--- config.mk ---
export PLATFORM = sky130hd
export DESIGN_NAME = int_backend
export DESIGN_NICKNAME = d
export VERILOG_FILES = /design/src/backend_pkg.sv /design/src/alu.sv /design/src/exec_pipeline.sv /design/src/int_backend.sv /design/src/int_reg_file.sv /design/src/issue_stage.sv /design/src/iter_divider.sv /design/src/iter_multiplier.sv
export SDC_FILE = /design/constraint.sdc
export NUM_CORES = 2
export LEC_CHECK = 0
export ABC_AREA = 1
export BUFFER_PORTS_ARGS = -buffer_cell sky130_fd_sc_hd__buf_2
export CORE_MARGIN = 2
export CORE_UTILIZATION = 40
export CTS_CLUSTER_SIZE = 30
export DETAILED_ROUTE_END_ITERATION = 10
export PLACE_DENSITY_LB_ADDON = 0.2
export SYNTH_ARGS = -nofsm -noshare
export SYNTH_HDL_FRONTEND = slang
export SYNTH_SLANG_ARGS = --single-unit
--- constraint.sdc ---
create_clock -name clk_i -period 5.21 [get_ports clk_i]
set_input_delay 0.521 -clock clk_i [delete_from_list [all_inputs] [get_ports clk_i]]
set_output_delay 0.521 -clock clk_i [all_outputs]
set_load 0.03 [all_outputs]
--- src/backend_pkg.sv ---
package backend_pkg;

  // Datapath and register file geometry
  localparam int XLEN         = 32;
  localparam int REG_ADDR_W   = 5;
  localparam int NUM_REGS     = 32;
  localparam int IMM_W        = 16;

  // Iterative units take one bit per cycle
  localparam int MULDIV_STEPS = XLEN;
  localparam int MULDIV_CNT_W = $clog2(MULDIV_STEPS + 1);

  typedef enum logic [3:0] {
    OPC_ADD,
    OPC_SUB,
    OPC_AND,
    OPC_OR,
    OPC_XOR,
    OPC_SLL,
    OPC_SRL,
    OPC_ADDI,
    OPC_MUL,
    OPC_DIVU,
    OPC_REMU
  } opcode_e;

  // Unit that owns the result of an EX slot
  typedef enum logic [1:0] {
    FU_ALU,
    FU_MUL,
    FU_DIV
  } func_unit_e;

  // Shared by the multiplier and the divider
  typedef enum logic [1:0] {
    MD_IDLE,
    MD_BUSY,
    MD_DONE
  } muldiv_state_e;

  typedef struct packed {
    opcode_e               opcode;
    logic [REG_ADDR_W-1:0] rd;
    logic [REG_ADDR_W-1:0] rs1;
    logic [REG_ADDR_W-1:0] rs2;
    logic [IMM_W-1:0]      imm;
  } instr_t;

  // Operands are already bypassed
  typedef struct packed {
    logic                  valid;
    opcode_e               opcode;
    logic [REG_ADDR_W-1:0] rd;
    logic [XLEN-1:0]       op_a;
    logic [XLEN-1:0]       op_b;
    logic [IMM_W-1:0]      imm;
  } issue_t;

  typedef struct packed {
    logic                  pending;
    logic [REG_ADDR_W-1:0] rd;
    logic                  data_valid;
    logic [XLEN-1:0]       data;
  } fwd_t;

  typedef struct packed {
    logic [REG_ADDR_W-1:0] rd;
    logic [XLEN-1:0]       data;
  } commit_t;

endpackage

--- src/alu.sv ---
`timescale 1ns/100ps

module alu import backend_pkg::*; (
  input  opcode_e          opcode_i,
  input  logic [XLEN-1:0]  op_a_i,
  input  logic [XLEN-1:0]  op_b_i,
  input  logic [IMM_W-1:0] imm_i,
  output logic [XLEN-1:0]  result_o
);

  logic [XLEN-1:0]         imm_ext;
  logic [$clog2(XLEN)-1:0] shamt;

  assign imm_ext = {{(XLEN-IMM_W){imm_i[IMM_W-1]}}, imm_i};
  assign shamt   = op_b_i[$clog2(XLEN)-1:0];

  always_comb begin
    unique case (opcode_i)
      OPC_ADD:  result_o = op_a_i + op_b_i;
      OPC_SUB:  result_o = op_a_i - op_b_i;
      OPC_AND:  result_o = op_a_i & op_b_i;
      OPC_OR:   result_o = op_a_i | op_b_i;
      OPC_XOR:  result_o = op_a_i ^ op_b_i;
      OPC_SLL:  result_o = op_a_i << shamt;
      OPC_SRL:  result_o = op_a_i >> shamt;
      OPC_ADDI: result_o = op_a_i + imm_ext;
      // Multi-cycle opcodes take their result from their own unit
      default:  result_o = '0;
    endcase
  end

endmodule

--- src/exec_pipeline.sv ---
`timescale 1ns/100ps

module exec_pipeline import backend_pkg::*; (
  input  logic    clk_i,
  input  logic    rst_ni,
  input  issue_t  candidate_i,
  input  issue_t  issue_i,
  output logic    can_accept_o,
  output fwd_t    ex1_fwd_o,
  output fwd_t    ex2_fwd_o,
  output logic    commit_valid_o,
  output commit_t commit_o
);

  logic                  ex1_pending_q, ex1_pending_d;
  func_unit_e            ex1_select_q, ex1_select_d;
  logic [REG_ADDR_W-1:0] ex1_rd_q, ex1_rd_d;
  logic [XLEN-1:0]       ex1_alu_data_q, ex1_alu_data_d;
  logic                  ex2_pending_q, ex2_pending_d;
  func_unit_e            ex2_select_q, ex2_select_d;
  logic [REG_ADDR_W-1:0] ex2_rd_q, ex2_rd_d;
  logic [XLEN-1:0]       ex2_alu_data_q, ex2_alu_data_d;
  logic                  ex1_data_valid, ex2_data_valid;
  logic [XLEN-1:0]       ex1_data, ex2_data;
  logic                  ex1_ready, ex2_ready;
  logic                  mul_ready, mul_valid, div_ready, div_valid;
  logic [XLEN-1:0]       mul_data, div_data, alu_result;
  func_unit_e            issue_unit;

  function automatic func_unit_e unit_of(input opcode_e op);
    case (op)
      OPC_MUL:            return FU_MUL;
      OPC_DIVU, OPC_REMU: return FU_DIV;
      default:            return FU_ALU;
    endcase
  endfunction

  assign issue_unit = unit_of(issue_i.opcode);

  alu u_alu (
    .opcode_i (issue_i.opcode), .op_a_i (issue_i.op_a), .op_b_i (issue_i.op_b),
    .imm_i    (issue_i.imm),    .result_o (alu_result)
  );

  iter_multiplier u_mul (
    .clk_i, .rst_ni,
    .req_valid_i  (issue_i.valid && issue_unit == FU_MUL), .req_ready_o (mul_ready),
    .op_a_i       (issue_i.op_a), .op_b_i (issue_i.op_b),
    .resp_valid_o (mul_valid),    .resp_value_o (mul_data)
  );

  iter_divider u_div (
    .clk_i, .rst_ni,
    .req_valid_i  (issue_i.valid && issue_unit == FU_DIV), .req_ready_o (div_ready),
    .rem_i        (issue_i.opcode == OPC_REMU),
    .op_a_i       (issue_i.op_a), .op_b_i (issue_i.op_b),
    .resp_valid_o (div_valid),    .resp_value_o (div_data)
  );

  ////////////////////
  // Structure hazard
  ////////////////////

  assign ex2_ready = !ex2_pending_q || ex2_data_valid;
  assign ex1_ready = !ex1_pending_q || ex2_ready;

  always_comb begin
    can_accept_o = ex1_ready;
    unique case (unit_of(candidate_i.opcode))
      FU_MUL:  can_accept_o = ex1_ready && mul_ready;
      FU_DIV:  can_accept_o = ex1_ready && div_ready;
      default: can_accept_o = ex1_ready;
    endcase
  end

  ////////////////////
  // EX1 stage
  ////////////////////

  // A unit response belongs to EX2 while EX2 still waits on that unit
  always_comb begin
    unique case (ex1_select_q)
      FU_MUL: begin
        ex1_data_valid = mul_valid && ex2_select_q != FU_MUL;
        ex1_data       = mul_data;
      end
      FU_DIV: begin
        ex1_data_valid = div_valid && ex2_select_q != FU_DIV;
        ex1_data       = div_data;
      end
      default: begin
        ex1_data_valid = 1'b1;
        ex1_data       = ex1_alu_data_q;
      end
    endcase
  end

  always_comb begin
    ex1_pending_d  = ex1_pending_q;
    ex1_select_d   = ex1_select_q;
    ex1_rd_d       = ex1_rd_q;
    ex1_alu_data_d = ex1_alu_data_q;
    // Fold a finished result so it survives the unit taking a new request
    if (ex1_data_valid) begin
      ex1_select_d   = FU_ALU;
      ex1_alu_data_d = ex1_data;
    end
    if (ex2_ready) begin
      ex1_pending_d = 1'b0;
      ex1_select_d  = FU_ALU;
    end
    if (issue_i.valid) begin
      ex1_pending_d  = 1'b1;
      ex1_select_d   = issue_unit;
      ex1_rd_d       = issue_i.rd;
      ex1_alu_data_d = alu_result;
    end
  end

  ////////////////////
  // EX2 stage
  ////////////////////

  always_comb begin
    unique case (ex2_select_q)
      FU_MUL:  {ex2_data_valid, ex2_data} = {mul_valid, mul_data};
      FU_DIV:  {ex2_data_valid, ex2_data} = {div_valid, div_data};
      default: {ex2_data_valid, ex2_data} = {1'b1, ex2_alu_data_q};
    endcase
  end

  always_comb begin
    ex2_pending_d  = ex2_pending_q;
    ex2_select_d   = ex2_select_q;
    ex2_rd_d       = ex2_rd_q;
    ex2_alu_data_d = ex2_alu_data_q;
    if (ex2_data_valid) begin
      ex2_pending_d = 1'b0;
      ex2_select_d  = FU_ALU;
    end
    if (ex1_pending_q && ex2_ready) begin
      ex2_pending_d = 1'b1;
      ex2_select_d  = ex1_data_valid ? FU_ALU : ex1_select_q;
      ex2_rd_d      = ex1_rd_q;
      if (ex1_data_valid) begin
        ex2_alu_data_d = ex1_data;
      end
    end
  end

  always_ff @(posedge clk_i or negedge rst_ni) begin
    if (!rst_ni) begin
      ex1_pending_q <= 1'b0;
      ex1_select_q  <= FU_ALU;
      ex2_pending_q <= 1'b0;
      ex2_select_q  <= FU_ALU;
    end else begin
      ex1_pending_q <= ex1_pending_d;
      ex1_select_q  <= ex1_select_d;
      ex2_pending_q <= ex2_pending_d;
      ex2_select_q  <= ex2_select_d;
    end
  end

  always_ff @(posedge clk_i) begin
    ex1_rd_q       <= ex1_rd_d;
    ex1_alu_data_q <= ex1_alu_data_d;
    ex2_rd_q       <= ex2_rd_d;
    ex2_alu_data_q <= ex2_alu_data_d;
  end

  assign ex1_fwd_o      = '{pending: ex1_pending_q, rd: ex1_rd_q,
                            data_valid: ex1_data_valid, data: ex1_data};
  assign ex2_fwd_o      = '{pending: ex2_pending_q, rd: ex2_rd_q,
                            data_valid: ex2_data_valid, data: ex2_data};
  assign commit_valid_o = ex2_pending_q && ex2_data_valid;
  assign commit_o       = '{rd: ex2_rd_q, data: ex2_data};

  assert property (@(posedge clk_i) disable iff (!rst_ni) commit_valid_o |-> ex2_pending_q)
    else $error("ERR commit_valid_o with empty EX2, rd %h", ex2_rd_q);

endmodule

--- src/int_backend.sv ---
`timescale 1ns/100ps

module int_backend import backend_pkg::*; (
  input  logic    clk_i,
  input  logic    rst_ni,
  input  logic    instr_valid_i,
  output logic    instr_ready_o,
  input  instr_t  instr_i,
  output logic    commit_valid_o,
  output commit_t commit_o
);

  logic [REG_ADDR_W-1:0] rs1_addr;
  logic [REG_ADDR_W-1:0] rs2_addr;
  logic [XLEN-1:0]       rs1_data;
  logic [XLEN-1:0]       rs2_data;
  fwd_t                  ex1_fwd;
  fwd_t                  ex2_fwd;
  logic                  can_accept;
  issue_t                candidate;
  issue_t                issue_req;

  issue_stage u_issue (
    .clk_i,
    .rst_ni,
    .instr_valid_i,
    .instr_ready_o,
    .instr_i,
    .rs1_addr_o   (rs1_addr),
    .rs2_addr_o   (rs2_addr),
    .rs1_data_i   (rs1_data),
    .rs2_data_i   (rs2_data),
    .ex1_fwd_i    (ex1_fwd),
    .ex2_fwd_i    (ex2_fwd),
    .can_accept_i (can_accept),
    .candidate_o  (candidate),
    .issue_o      (issue_req)
  );

  // Writeback comes straight from the EX2 commit
  int_reg_file u_regfile (
    .clk_i,
    .rst_ni,
    .raddr_a_i (rs1_addr),
    .raddr_b_i (rs2_addr),
    .rdata_a_o (rs1_data),
    .rdata_b_o (rs2_data),
    .we_i      (commit_valid_o),
    .waddr_i   (commit_o.rd),
    .wdata_i   (commit_o.data)
  );

  exec_pipeline u_exec (
    .clk_i,
    .rst_ni,
    .candidate_i    (candidate),
    .issue_i        (issue_req),
    .can_accept_o   (can_accept),
    .ex1_fwd_o      (ex1_fwd),
    .ex2_fwd_o      (ex2_fwd),
    .commit_valid_o,
    .commit_o
  );

endmodule

--- src/int_reg_file.sv ---
`timescale 1ns/100ps

module int_reg_file import backend_pkg::*; (
  input  logic                  clk_i,
  input  logic                  rst_ni,
  input  logic [REG_ADDR_W-1:0] raddr_a_i,
  input  logic [REG_ADDR_W-1:0] raddr_b_i,
  output logic [XLEN-1:0]       rdata_a_o,
  output logic [XLEN-1:0]       rdata_b_o,
  input  logic                  we_i,
  input  logic [REG_ADDR_W-1:0] waddr_i,
  input  logic [XLEN-1:0]       wdata_i
);

  // Register 0 has no storage
  logic [XLEN-1:0] regs_q [NUM_REGS-1:1];

  always_ff @(posedge clk_i or negedge rst_ni) begin
    if (!rst_ni) begin
      for (int i = 1; i < NUM_REGS; i++) begin
        regs_q[i] <= '0;
      end
    end else if (we_i && waddr_i != '0) begin
      regs_q[waddr_i] <= wdata_i;
    end
  end

  // Combinational reads, x0 reads as zero
  assign rdata_a_o = (raddr_a_i == '0) ? '0 : regs_q[raddr_a_i];
  assign rdata_b_o = (raddr_b_i == '0) ? '0 : regs_q[raddr_b_i];

endmodule

--- src/issue_stage.sv ---
`timescale 1ns/100ps

module issue_stage import backend_pkg::*; (
  input  logic                  clk_i,
  input  logic                  rst_ni,
  input  logic                  instr_valid_i,
  output logic                  instr_ready_o,
  input  instr_t                instr_i,
  output logic [REG_ADDR_W-1:0] rs1_addr_o,
  output logic [REG_ADDR_W-1:0] rs2_addr_o,
  input  logic [XLEN-1:0]       rs1_data_i,
  input  logic [XLEN-1:0]       rs2_data_i,
  input  fwd_t                  ex1_fwd_i,
  input  fwd_t                  ex2_fwd_i,
  input  logic                  can_accept_i,
  output issue_t                candidate_o,
  output issue_t                issue_o
);

  logic            occupied_q;
  instr_t          instr_q;
  logic            accept;
  logic            use_rs2;
  logic [XLEN:0]   byp_a;
  logic [XLEN:0]   byp_b;
  logic            data_hazard;

  // Returns {hazard, data}, the younger EX1 result wins over EX2
  function automatic logic [XLEN:0] bypass_operand(
    input logic [REG_ADDR_W-1:0] rs,
    input logic [XLEN-1:0]       rf_data,
    input fwd_t                  ex1,
    input fwd_t                  ex2
  );
    logic            hazard;
    logic [XLEN-1:0] data;
    hazard = 1'b0;
    data   = rf_data;
    if (ex1.pending && ex1.rd == rs && rs != '0) begin
      hazard = !ex1.data_valid;
      data   = ex1.data;
    end else if (ex2.pending && ex2.rd == rs && rs != '0) begin
      hazard = !ex2.data_valid;
      data   = ex2.data;
    end
    return {hazard, data};
  endfunction

  ////////////////////
  // Issue register
  ////////////////////

  assign instr_ready_o = !occupied_q || issue_o.valid;
  assign accept        = instr_valid_i && instr_ready_o;

  always_ff @(posedge clk_i or negedge rst_ni) begin
    if (!rst_ni) begin
      occupied_q <= 1'b0;
    end else if (accept) begin
      occupied_q <= 1'b1;
    end else if (issue_o.valid) begin
      occupied_q <= 1'b0;
    end
  end

  always_ff @(posedge clk_i) begin
    if (accept) begin
      instr_q <= instr_i;
    end
  end

  ////////////////////
  // Operand bypass
  ////////////////////

  assign rs1_addr_o = instr_q.rs1;
  assign rs2_addr_o = instr_q.rs2;

  // ADDI takes the immediate, so rs2 is not a dependency
  assign use_rs2     = instr_q.opcode != OPC_ADDI;
  assign byp_a       = bypass_operand(instr_q.rs1, rs1_data_i, ex1_fwd_i, ex2_fwd_i);
  assign byp_b       = bypass_operand(instr_q.rs2, rs2_data_i, ex1_fwd_i, ex2_fwd_i);
  assign data_hazard = byp_a[XLEN] || (use_rs2 && byp_b[XLEN]);

  always_comb begin
    candidate_o.valid  = occupied_q;
    candidate_o.opcode = instr_q.opcode;
    candidate_o.rd     = instr_q.rd;
    candidate_o.op_a   = byp_a[XLEN-1:0];
    candidate_o.op_b   = byp_b[XLEN-1:0];
    candidate_o.imm    = instr_q.imm;
  end

  always_comb begin
    issue_o       = candidate_o;
    issue_o.valid = occupied_q && !data_hazard && can_accept_i;
  end

  // An issued rs1 never depends on an EX slot still waiting on its unit
  assert property (@(posedge clk_i) disable iff (!rst_ni)
    issue_o.valid && instr_q.rs1 != '0 && ex1_fwd_i.pending && ex1_fwd_i.rd == instr_q.rs1
      |-> ex1_fwd_i.data_valid)
    else $error("ERR issue_o.valid with data hazard on rs1 %h", instr_q.rs1);

  // A stalled instruction stays in the issue register unchanged
  assert property (@(posedge clk_i) disable iff (!rst_ni)
    occupied_q && !issue_o.valid |=> occupied_q && $stable(instr_q))
    else $error("ERR instr_q lost while stalled in issue register");

endmodule

--- src/iter_divider.sv ---
`timescale 1ns/100ps

module iter_divider import backend_pkg::*; (
  input  logic            clk_i,
  input  logic            rst_ni,
  input  logic            req_valid_i,
  output logic            req_ready_o,
  input  logic            rem_i,
  input  logic [XLEN-1:0] op_a_i,
  input  logic [XLEN-1:0] op_b_i,
  output logic            resp_valid_o,
  output logic [XLEN-1:0] resp_value_o
);

  muldiv_state_e           state_q;
  logic [MULDIV_CNT_W-1:0] count_q;
  logic                    rem_sel_q;
  logic [XLEN-1:0]         divisor_q;
  logic [XLEN-1:0]         quo_q;
  logic [XLEN-1:0]         rem_q;
  logic [XLEN:0]           shifted;
  logic [XLEN:0]           trial;
  logic                    req_fire;

  assign req_ready_o  = state_q != MD_BUSY;
  assign req_fire     = req_valid_i && req_ready_o;
  assign resp_valid_o = state_q == MD_DONE;
  assign resp_value_o = rem_sel_q ? rem_q : quo_q;

  always_ff @(posedge clk_i or negedge rst_ni) begin
    if (!rst_ni) begin
      state_q <= MD_IDLE;
      count_q <= '0;
    end else if (req_fire) begin
      state_q <= MD_BUSY;
      count_q <= MULDIV_CNT_W'(MULDIV_STEPS);
    end else if (state_q == MD_BUSY) begin
      count_q <= count_q - MULDIV_CNT_W'(1);
      if (count_q == MULDIV_CNT_W'(1)) begin
        state_q <= MD_DONE;
      end
    end
  end

  ////////////////////
  // Restoring step
  ////////////////////

  // Quotient register starts as the dividend and shifts its bits into the remainder
  assign shifted = {rem_q, quo_q[XLEN-1]};
  assign trial   = shifted - {1'b0, divisor_q};

  // A zero divisor never borrows, giving all ones and the dividend back
  always_ff @(posedge clk_i) begin
    if (req_fire) begin
      rem_sel_q <= rem_i;
      divisor_q <= op_b_i;
      quo_q     <= op_a_i;
      rem_q     <= '0;
    end else if (state_q == MD_BUSY) begin
      if (trial[XLEN]) begin
        rem_q <= shifted[XLEN-1:0];
        quo_q <= {quo_q[XLEN-2:0], 1'b0};
      end else begin
        rem_q <= trial[XLEN-1:0];
        quo_q <= {quo_q[XLEN-2:0], 1'b1};
      end
    end
  end

endmodule

--- src/iter_multiplier.sv ---
`timescale 1ns/100ps

module iter_multiplier import backend_pkg::*; (
  input  logic            clk_i,
  input  logic            rst_ni,
  input  logic            req_valid_i,
  output logic            req_ready_o,
  input  logic [XLEN-1:0] op_a_i,
  input  logic [XLEN-1:0] op_b_i,
  output logic            resp_valid_o,
  output logic [XLEN-1:0] resp_value_o
);

  muldiv_state_e           state_q;
  logic [MULDIV_CNT_W-1:0] count_q;
  logic [XLEN-1:0]         mcand_q;
  logic [XLEN-1:0]         mplier_q;
  logic [XLEN-1:0]         acc_q;
  logic                    req_fire;

  assign req_ready_o  = state_q != MD_BUSY;
  assign req_fire     = req_valid_i && req_ready_o;
  assign resp_valid_o = state_q == MD_DONE;
  assign resp_value_o = acc_q;

  // Response is held in DONE until the next request
  always_ff @(posedge clk_i or negedge rst_ni) begin
    if (!rst_ni) begin
      state_q <= MD_IDLE;
      count_q <= '0;
    end else if (req_fire) begin
      state_q <= MD_BUSY;
      count_q <= MULDIV_CNT_W'(MULDIV_STEPS);
    end else if (state_q == MD_BUSY) begin
      count_q <= count_q - MULDIV_CNT_W'(1);
      if (count_q == MULDIV_CNT_W'(1)) begin
        state_q <= MD_DONE;
      end
    end
  end

  // Shift-add, bits above XLEN are dropped
  always_ff @(posedge clk_i) begin
    if (req_fire) begin
      mcand_q  <= op_a_i;
      mplier_q <= op_b_i;
      acc_q    <= '0;
    end else if (state_q == MD_BUSY) begin
      if (mplier_q[0]) begin
        acc_q <= acc_q + mcand_q;
      end
      mcand_q  <= mcand_q << 1;
      mplier_q <= mplier_q >> 1;
    end
  end

  // The structure check upstream keeps requests off a busy unit
  assert property (@(posedge clk_i) disable iff (!rst_ni) state_q == MD_BUSY |-> !req_valid_i)
    else $error("ERR req_valid_i while multiplier busy, op_a %h", op_a_i);

endmodule

======== After elaboration in Yosys (flattened, before gate mapping) ========
Index checks and enable logic that the tools add are counted.
storage, ports and cells
  memory bits (read-only) ................. 0
  output and inout port bits .............. 39
  memory bits (writable) .................. 0
  bits in registers ....................... 1317
  word-level logic and storage cells ...... 212
  bits in latches ......................... 0
  memories kept ........................... 0
operators by class
  multipliers ............................. 0
  shift operators ......................... 2
  equality and inequality tests ........... 31
  divide/modulo/power cells ............... 0
  muxes and demuxes ....................... 56
  bitwise operators ....................... 3
  reductions and logical operators ........ 53
  $add $sub $neg .......................... 7
  order comparisons ....................... 4
operator list
  kind                                                                           count
  992-bit bitwise mux                                                            1
  32-bit 2-to-1 mux                                                              19
  32-bit binary-select mux with 5-bit select                                     2
  32-bit case mux with 8 select lines                                            1
  32-bit demux with 5-bit select                                                 1
  32-bit case mux with 2 select lines                                            2
  32-bit adder                                                                   3
  33-bit by 32-bit subtractor with 33-bit output                                 1
  32-bit AND                                                                     1
  32-bit bitwise OR                                                              1
  32-bit by 5-bit left shift with 32-bit output                                  1
  32-bit by 5-bit >> shifter with 32-bit output                                  1
  32-bit subtractor                                                              1
  32-bit bitwise XOR                                                             1
  1-bit logical AND                                                              24
  6-bit 2-to-1 mux                                                               4
  2-bit 2-to-1 mux                                                               11
  5-bit == test                                                                  4
  5-bit by 6-bit less-than comparator with 1-bit output (second input constant)  3
  4-bit by 3-bit == test with 1-bit output (second input constant)               4
  2-bit nonzero test                                                             8
  5-bit nonzero test                                                             3
  4-bit == test (second input constant)                                          3
  6-bit by 1-bit == test with 1-bit output (second input constant)               2
  18 further kinds                                                               54

======== Logic depth before layout (Yosys ltp) ========
  word-level depth ........................ 14
  gate-level depth with buffers ........... 41
  depth with buffers taken out ............ 38

======== By module ========
From an unflattened synthesis, not the netlist that was laid out.
second synthesis, totals
  cells, all modules ...................... 13594
  area, all modules ....................... 89005.4 um^2
by module, submodules not included
  module           area an instance (um^2)  sequential area each (um^2)  times used  cells an instance
  int_reg_file     57331.2                  24823.8                      1           8850
  alu              8269.2                   0.0                          1           1556
  iter_divider     7403.4                   2792.7                       1           1120
  iter_multiplier  6587.6                   2762.6                       1           941
  exec_pipeline    5200.0                   2372.3                       1           579
  issue_stage      4214.0                   1076.0                       1           548

======== Worst setup path after synthesis ========
No wires, ideal clock.
  path kind ............................... register -> register
  from .................................... register u_exec.ex2_rd_q[4]
  to ...................................... register u_exec.ex1_alu_data_q[29], data pin
  stages on the path, launching flop included .. 37
  arrival ................................. 4.933 ns
  data required time ...................... 4.957 ns
  setup time .............................. 0.253 ns
  clock period less this slack ............ 5.186 ns
  slack ................................... 0.024 ns
  cells stage by stage .................... edfxtp_1 -> buf_2 -> inv_1 -> nand2_1 -> nand2_1 -> nor2_1 -> nand3_2 -> nor2_4 -> nor2_2 -> nand3_1 -> nand2_1 -> nand2_2 -> clkbuf_1 -> ha_1 -> nand2_1 -> nor2_2 -> nand3_2 -> nor2_4 -> inv_2 -> nor2_2 -> nand4_1 -> a31oi_1 -> a21oi_1 -> ha_1 -> nand2_1 -> nor2_1 -> nand2_1 -> or3_1 -> o221ai_1 -> a21oi_1 -> o31ai_1 -> xnor2_1 -> nor2_1 -> nor2_1 -> nand2_1 -> nand2_1 -> nand2_1
on the way
  word-level cells in the longest chain between the ends .. 11
RTL lines
  element                                                line                  text
  from (decl)                                            exec_pipeline.sv:21   logic [REG_ADDR_W-1:0] ex2_rd_q, ex2_rd_d;
  from (signal assigned)                                 exec_pipeline.sv:168  ex2_rd_q <= ex2_rd_d;
  branches (longest 10 deep; another with 32-bit adder)  -
  32-bit 2-to-1 mux *                                    exec_pipeline.sv:112  if (issue_i.valid) begin
  named net u_exec.ex1_alu_data_d[29]                    exec_pipeline.sv:18   logic [XLEN-1:0] ex1_alu_data_q, ex1_alu_data_d;
  to (signal assigned)                                   exec_pipeline.sv:167  ex1_alu_data_q <= ex1_alu_data_d;
  to (decl)                                              exec_pipeline.sv:18
Mark *: on every way through the listed nets, which the timed path passes.
A chain may end at the register's enable or synchronous reset.

======== Final worst setup path ========
  from .................................... register u_issue.instr_q (netlist bit u_issue.rs2_addr_o[2])
  to ...................................... register u_exec.ex1_alu_data_q[28], data pin
on the way
  word-level cells in the longest chain between the ends .. 11
RTL lines
  element                                                     line                  text
  from (decl)                                                 issue_stage.sv:21     instr_t instr_q;
  from (signal assigned)                                      issue_stage.sv:68     instr_q <= instr_i;
  branches (longest 10 deep; another with 32-bit subtractor)  -
  32-bit 2-to-1 mux *                                         exec_pipeline.sv:112
  named net u_exec.ex1_alu_data_d[28]                         exec_pipeline.sv:18
Mark *: on every way through the listed nets, which the timed path passes. The select of a mux whose other input is x is not followed.

==> results.py <==
metrics = {
    "timing": {
        "worst_slew_pin_slew_ns": 1.40,
        "final-setup-viol-count": 12,
        "slew_violations": 0,
        "slew-limit-headroom_pct": 6.50,
        "fin_tns_setup_ns": -0.605,
        "finClkSkew_ns": 0.0539,
        "grt_setup_unrepaired": "yes",
        "layout_min_cycle_time_ns": 5.34,
        "fin_crit_sh_pct": 102,
        "finalHoldViolCount": 0,
        "max_freq_mhz": 187,
        "setup_ws_ns": -0.127,
    },
    "critical_path": {
        "crit_required_ns": 5.80,
        "crit_slowest_cell": "edfxtp_1",
        "critPathLaunchType": "flip-flop",
        "crit_path_end_kind": "flip-flop",
        "crit_fanout": 9,
        "path_class": "reg -> reg",
        "path_buf_inv": 8,
        "crit_path_max_incr_delay_ns": 0.43,
        "critical-path-top-delay-family": "simple AND/OR/NAND/NOR gates",
        "cp_data_arrival_time_ns": 5.93,
    },
    "clocking": {
        "clock_latency_ns": 0.87,
        "cts_root_buffer": "clkbuf_16",
        "path_clk_slew_ns": 0.06,
        "cts_tree": "yes",
        "cts_buffers": 156,
        "clockBufferDepth": 3,
        "htree_levels": 4,
        "cts.sinks": 1317,
    },
    "drt": {
        "drt-initial-drc-count": 11000,
        "drt_pass1_iterations": 8,
        "ant_nets": 0,
        "drc": 0,
        "wl_per_cell_um": 27.0,
        "drt-total-wl_um": 394000,
        "vias": 86500,
        "post_drt_via_cell_ratio": 5.92,
    },
    "floorplan": {
        "start_util_pct": 40.3,
        "die_area_sq_um": 208000,
        "coreArea_sq_um": 203000,
        "placementRows": 165,
        "io_pins": 77,
        "die_w_um": 456,
        "die_h_um": 456,
    },
    "power_and_ir_drop": {
        "power_leakage_uw": 0.0450,
        "ir_worst_vdd_v": 0.000343,
        "powerDensity_nw_per_um2": 567,
    },
    "placed_design": {
        "gp_congestion": 1.03,
        "pre_cts_ws_ns": -0.476,
        "port_buffers": 76,
        "place_hpwl_um": 269000,
    },
    "final_layout": {
        "areaGrowthSynthToFinish_pct": 22.2,
        "nets": 12000,
        "seqCellArea_sq_um": 33800,
        "drive_above_1_share_pct": 17.0,
        "fill_cells": 20000,
        "multi_input_area_sq_um": 41000,
    },
    "global_route": {
        "grt_pass1_vias": 81600,
        "overflow": 0,
        "antenna_found_initial": 17,
        "grt_usage_pct": 36.8,
        "grt_pass1_wl_um": 570000,
        "grt_max_degree": 155,
    },
    "yosys": {
        "yosysTopAreaCell": "dfrtp_1",
        "synth_seq_cells": 1317,
        "synth_top_area_share_pct": 31.1,
        "avgSynthCellArea_sq_um": 7.31,
        "syn_inst": 11200,
        "syn_nets": 11400,
        "yosys-top-cells-area": "dfrtp_1, nand2_1, o21ai_0",
        "synthTopCellsByCount": "nand2_1, o21ai_0, inv_1",
        "seq_area_frac_synth_pct": 41.4,
        "synth_edf_count": 238,
        "synth.most_common_cell": "nand2_1",
        "async_flop_share_pct": 77.1,
        "ys_types": 68,
        "netlist_area_sq_um": 81800,
        "synth_warnings": 0,
        "synthFlopType": "dfrtp_1",
    },
    "run": {
        "drv_cap": 0,
    },
    "hold_path": {
        "min_path_type": "in -> async",
    },
    "outcome": {
        "outcome": "finished, violations left",
        "violations": "negative setup slack",
    },
}
through the flow:
step	total power, uW	util, %	cell area, sq um	std cells	hold slack (ns)
2_1_floorplan	31400	-	81800	11200	0.225
4_1_cts	55400	48.8	98900	14600	0.313
5_1_grt	59800	49.3	99900	14600	0.368
6_report	56700	49.3	99900	14600	0.316
3_3_place_gp	43400	45.6	92500	14200	0.404
3_5_place_dp	43700	45.6	92500	14200	0.405
sequential cells by signal (all words and copies together), names as in the netlist, 5 cells and up:
| signal | cells |
|---|---|
| u_regfile.regs_q | 992 |
| u_exec.ex1_alu_data_q | 32 |
| u_exec.ex2_alu_data_q | 32 |
| u_exec.u_div.divisor_q | 32 |
| u_exec.u_div.quo_q | 32 |
| u_exec.u_div.rem_q | 32 |
| u_exec.u_mul.mcand_q | 32 |
| u_exec.u_mul.mplier_q | 32 |
| u_exec.u_mul.resp_value_o | 32 |
| u_issue.candidate_o | 25 |
| u_exec.u_div.count_q | 6 |
| u_exec.u_mul.count_q | 6 |
| u_exec.ex1_rd_q | 5 |
| u_exec.ex2_rd_q | 5 |
| u_issue.rs1_addr_o | 5 |
| u_issue.rs2_addr_o | 5 |
cells in the final DEF (no fill, tap or decap), drive strengths merged, types with 6 or more instances in the layout:
cell / Yosys / layout
o211ai: 321 / 321
nand2: 3019 / 3019
clkbuf: 467 / 228
dfxtp: 64 / 64
buf: 356 / 1235
o221ai: 133 / 133
o21bai: 13 / 13
or2: 12 / 12
xnor2: 30 / 30
nor2: 450 / 451
nor3: 27 / 27
a221oi: 31 / 31
o22ai: 37 / 37
mux2: 175 / 175
a21oi: 797 / 797
bufinv: 0 / 8
dlygate4sd3: 0 / 37
o21ai: 1515 / 1515
edfxtp: 238 / 238
nand3: 796 / 796
nor4: 7 / 7
xor2: 34 / 34
clkinv: 11 / 56
diode: 0 / 6
dfrtp: 1015 / 1015
nand4: 38 / 38
ha: 171 / 171
o31ai: 6 / 6
o2111ai: 28 / 28
a31oi: 30 / 30
inv: 1253 / 1257
clkinvlp: 0 / 6
a21boi: 8 / 8
o21a: 39 / 39
a22oi: 28 / 28
final cells by class:
| cell class | instances | share of cell area, % |
|---|---|---|
| multi-input cells | 7774 | 41.1 |
| flip-flops and latches | 1317 | 33.9 |
| repair buffers | 1283 | 11.8 |
| inverters | 1264 | 4.80 |
| clock buffers | 221 | 4.39 |
| well taps | 2672 | 3.35 |
| clock inverters | 62 | 0.746 |
| diodes | 6 | 0.0150 |
| repair inverters | 1 | 0.00876 |
where the power goes:
group,leakage (uW),total [uW],switching (uW),internal [uW]
logic,0.0263,28200,18200,9970
registers,0.0163,17300,2360,14900
clock network,0.00249,11200,4880,6320
total,0.0450,56700,25500,31200
what timing repair did:
action | CTS | global route
pin swaps | 32 | 81
setup buffers | 19 | 29
hold buffers | 37 | 0
setup endpoints to repair | 26 | 31
gates resized for setup | 135 | 180
cloned | 6 | 7
endpoints found under the hold margin | 105 | 0
worst reg2reg max path: cells and delay by family, from the launching register on:
| family | cells | cell delay (ns) |
|---|---|---|
| DFF | 1 | 0.43 |
| buffers and inverters | 8 | 1.44 |
| AOI/OAI and AO/OA | 5 | 0.61 |
| and+or+nand+nor | 18 | 2.25 |
| adders and majority gates | 1 | 0.39 |
cells by family after synthesis:
group                      count (synthesis)  synth area share [%]
AOI/OAI and AO/OA                       3006                  20.8
DFF                                     1317                  41.4
and+or+nand+nor                         4354                  21.7
muxes                                    175                  2.41
buffers and inverters                   2087                  10.4
adders and majority gates                174                  2.69
xor gates and xnor gates                  64                 0.686
final timing paths:
| check | startpoint | end | slack, ns | cells past startpoint |
|---|---|---|---|---|
| setup reg to reg | u_issue.rs2_addr_o[2]$_DFFE_PP_ | u_exec.ex1_alu_data_q[28]$_DFFE_PP_ | -0.13 | 32 |
| hold / removal | rst_ni | u_regfile.regs_q[909]$_DFFE_PN0P_ | 0.32 | 2 |
| min in group clk_i | instr_i[28] | u_issue.candidate_o[82]$_DFFE_PP_ | 0.40 | 2 |
| max in group asynchronous | rst_ni | u_regfile.regs_q[228]$_DFFE_PN0P_ | 3.31 | 3 |
| hold reg to reg | u_issue.candidate_o[82]$_DFFE_PP_ | u_exec.ex1_rd_q[2]$_DFFE_PP_ | 0.42 | 0 |
| setup / recovery | u_issue.rs2_addr_o[2]$_DFFE_PP_ | u_exec.ex1_alu_data_q[28]$_DFFE_PP_ | -0.13 | 32 |
layer usage:
layer  vias up  track usage, %  wire [um]
li1      38400               -          -
met1     41800            50.5     161000
met2      5130            54.6     168000
met3      1079            7.46      41000
met4        12            19.5      24000
met5         -               0         96
No activity file was read; power rests on OpenSTA's default activity.
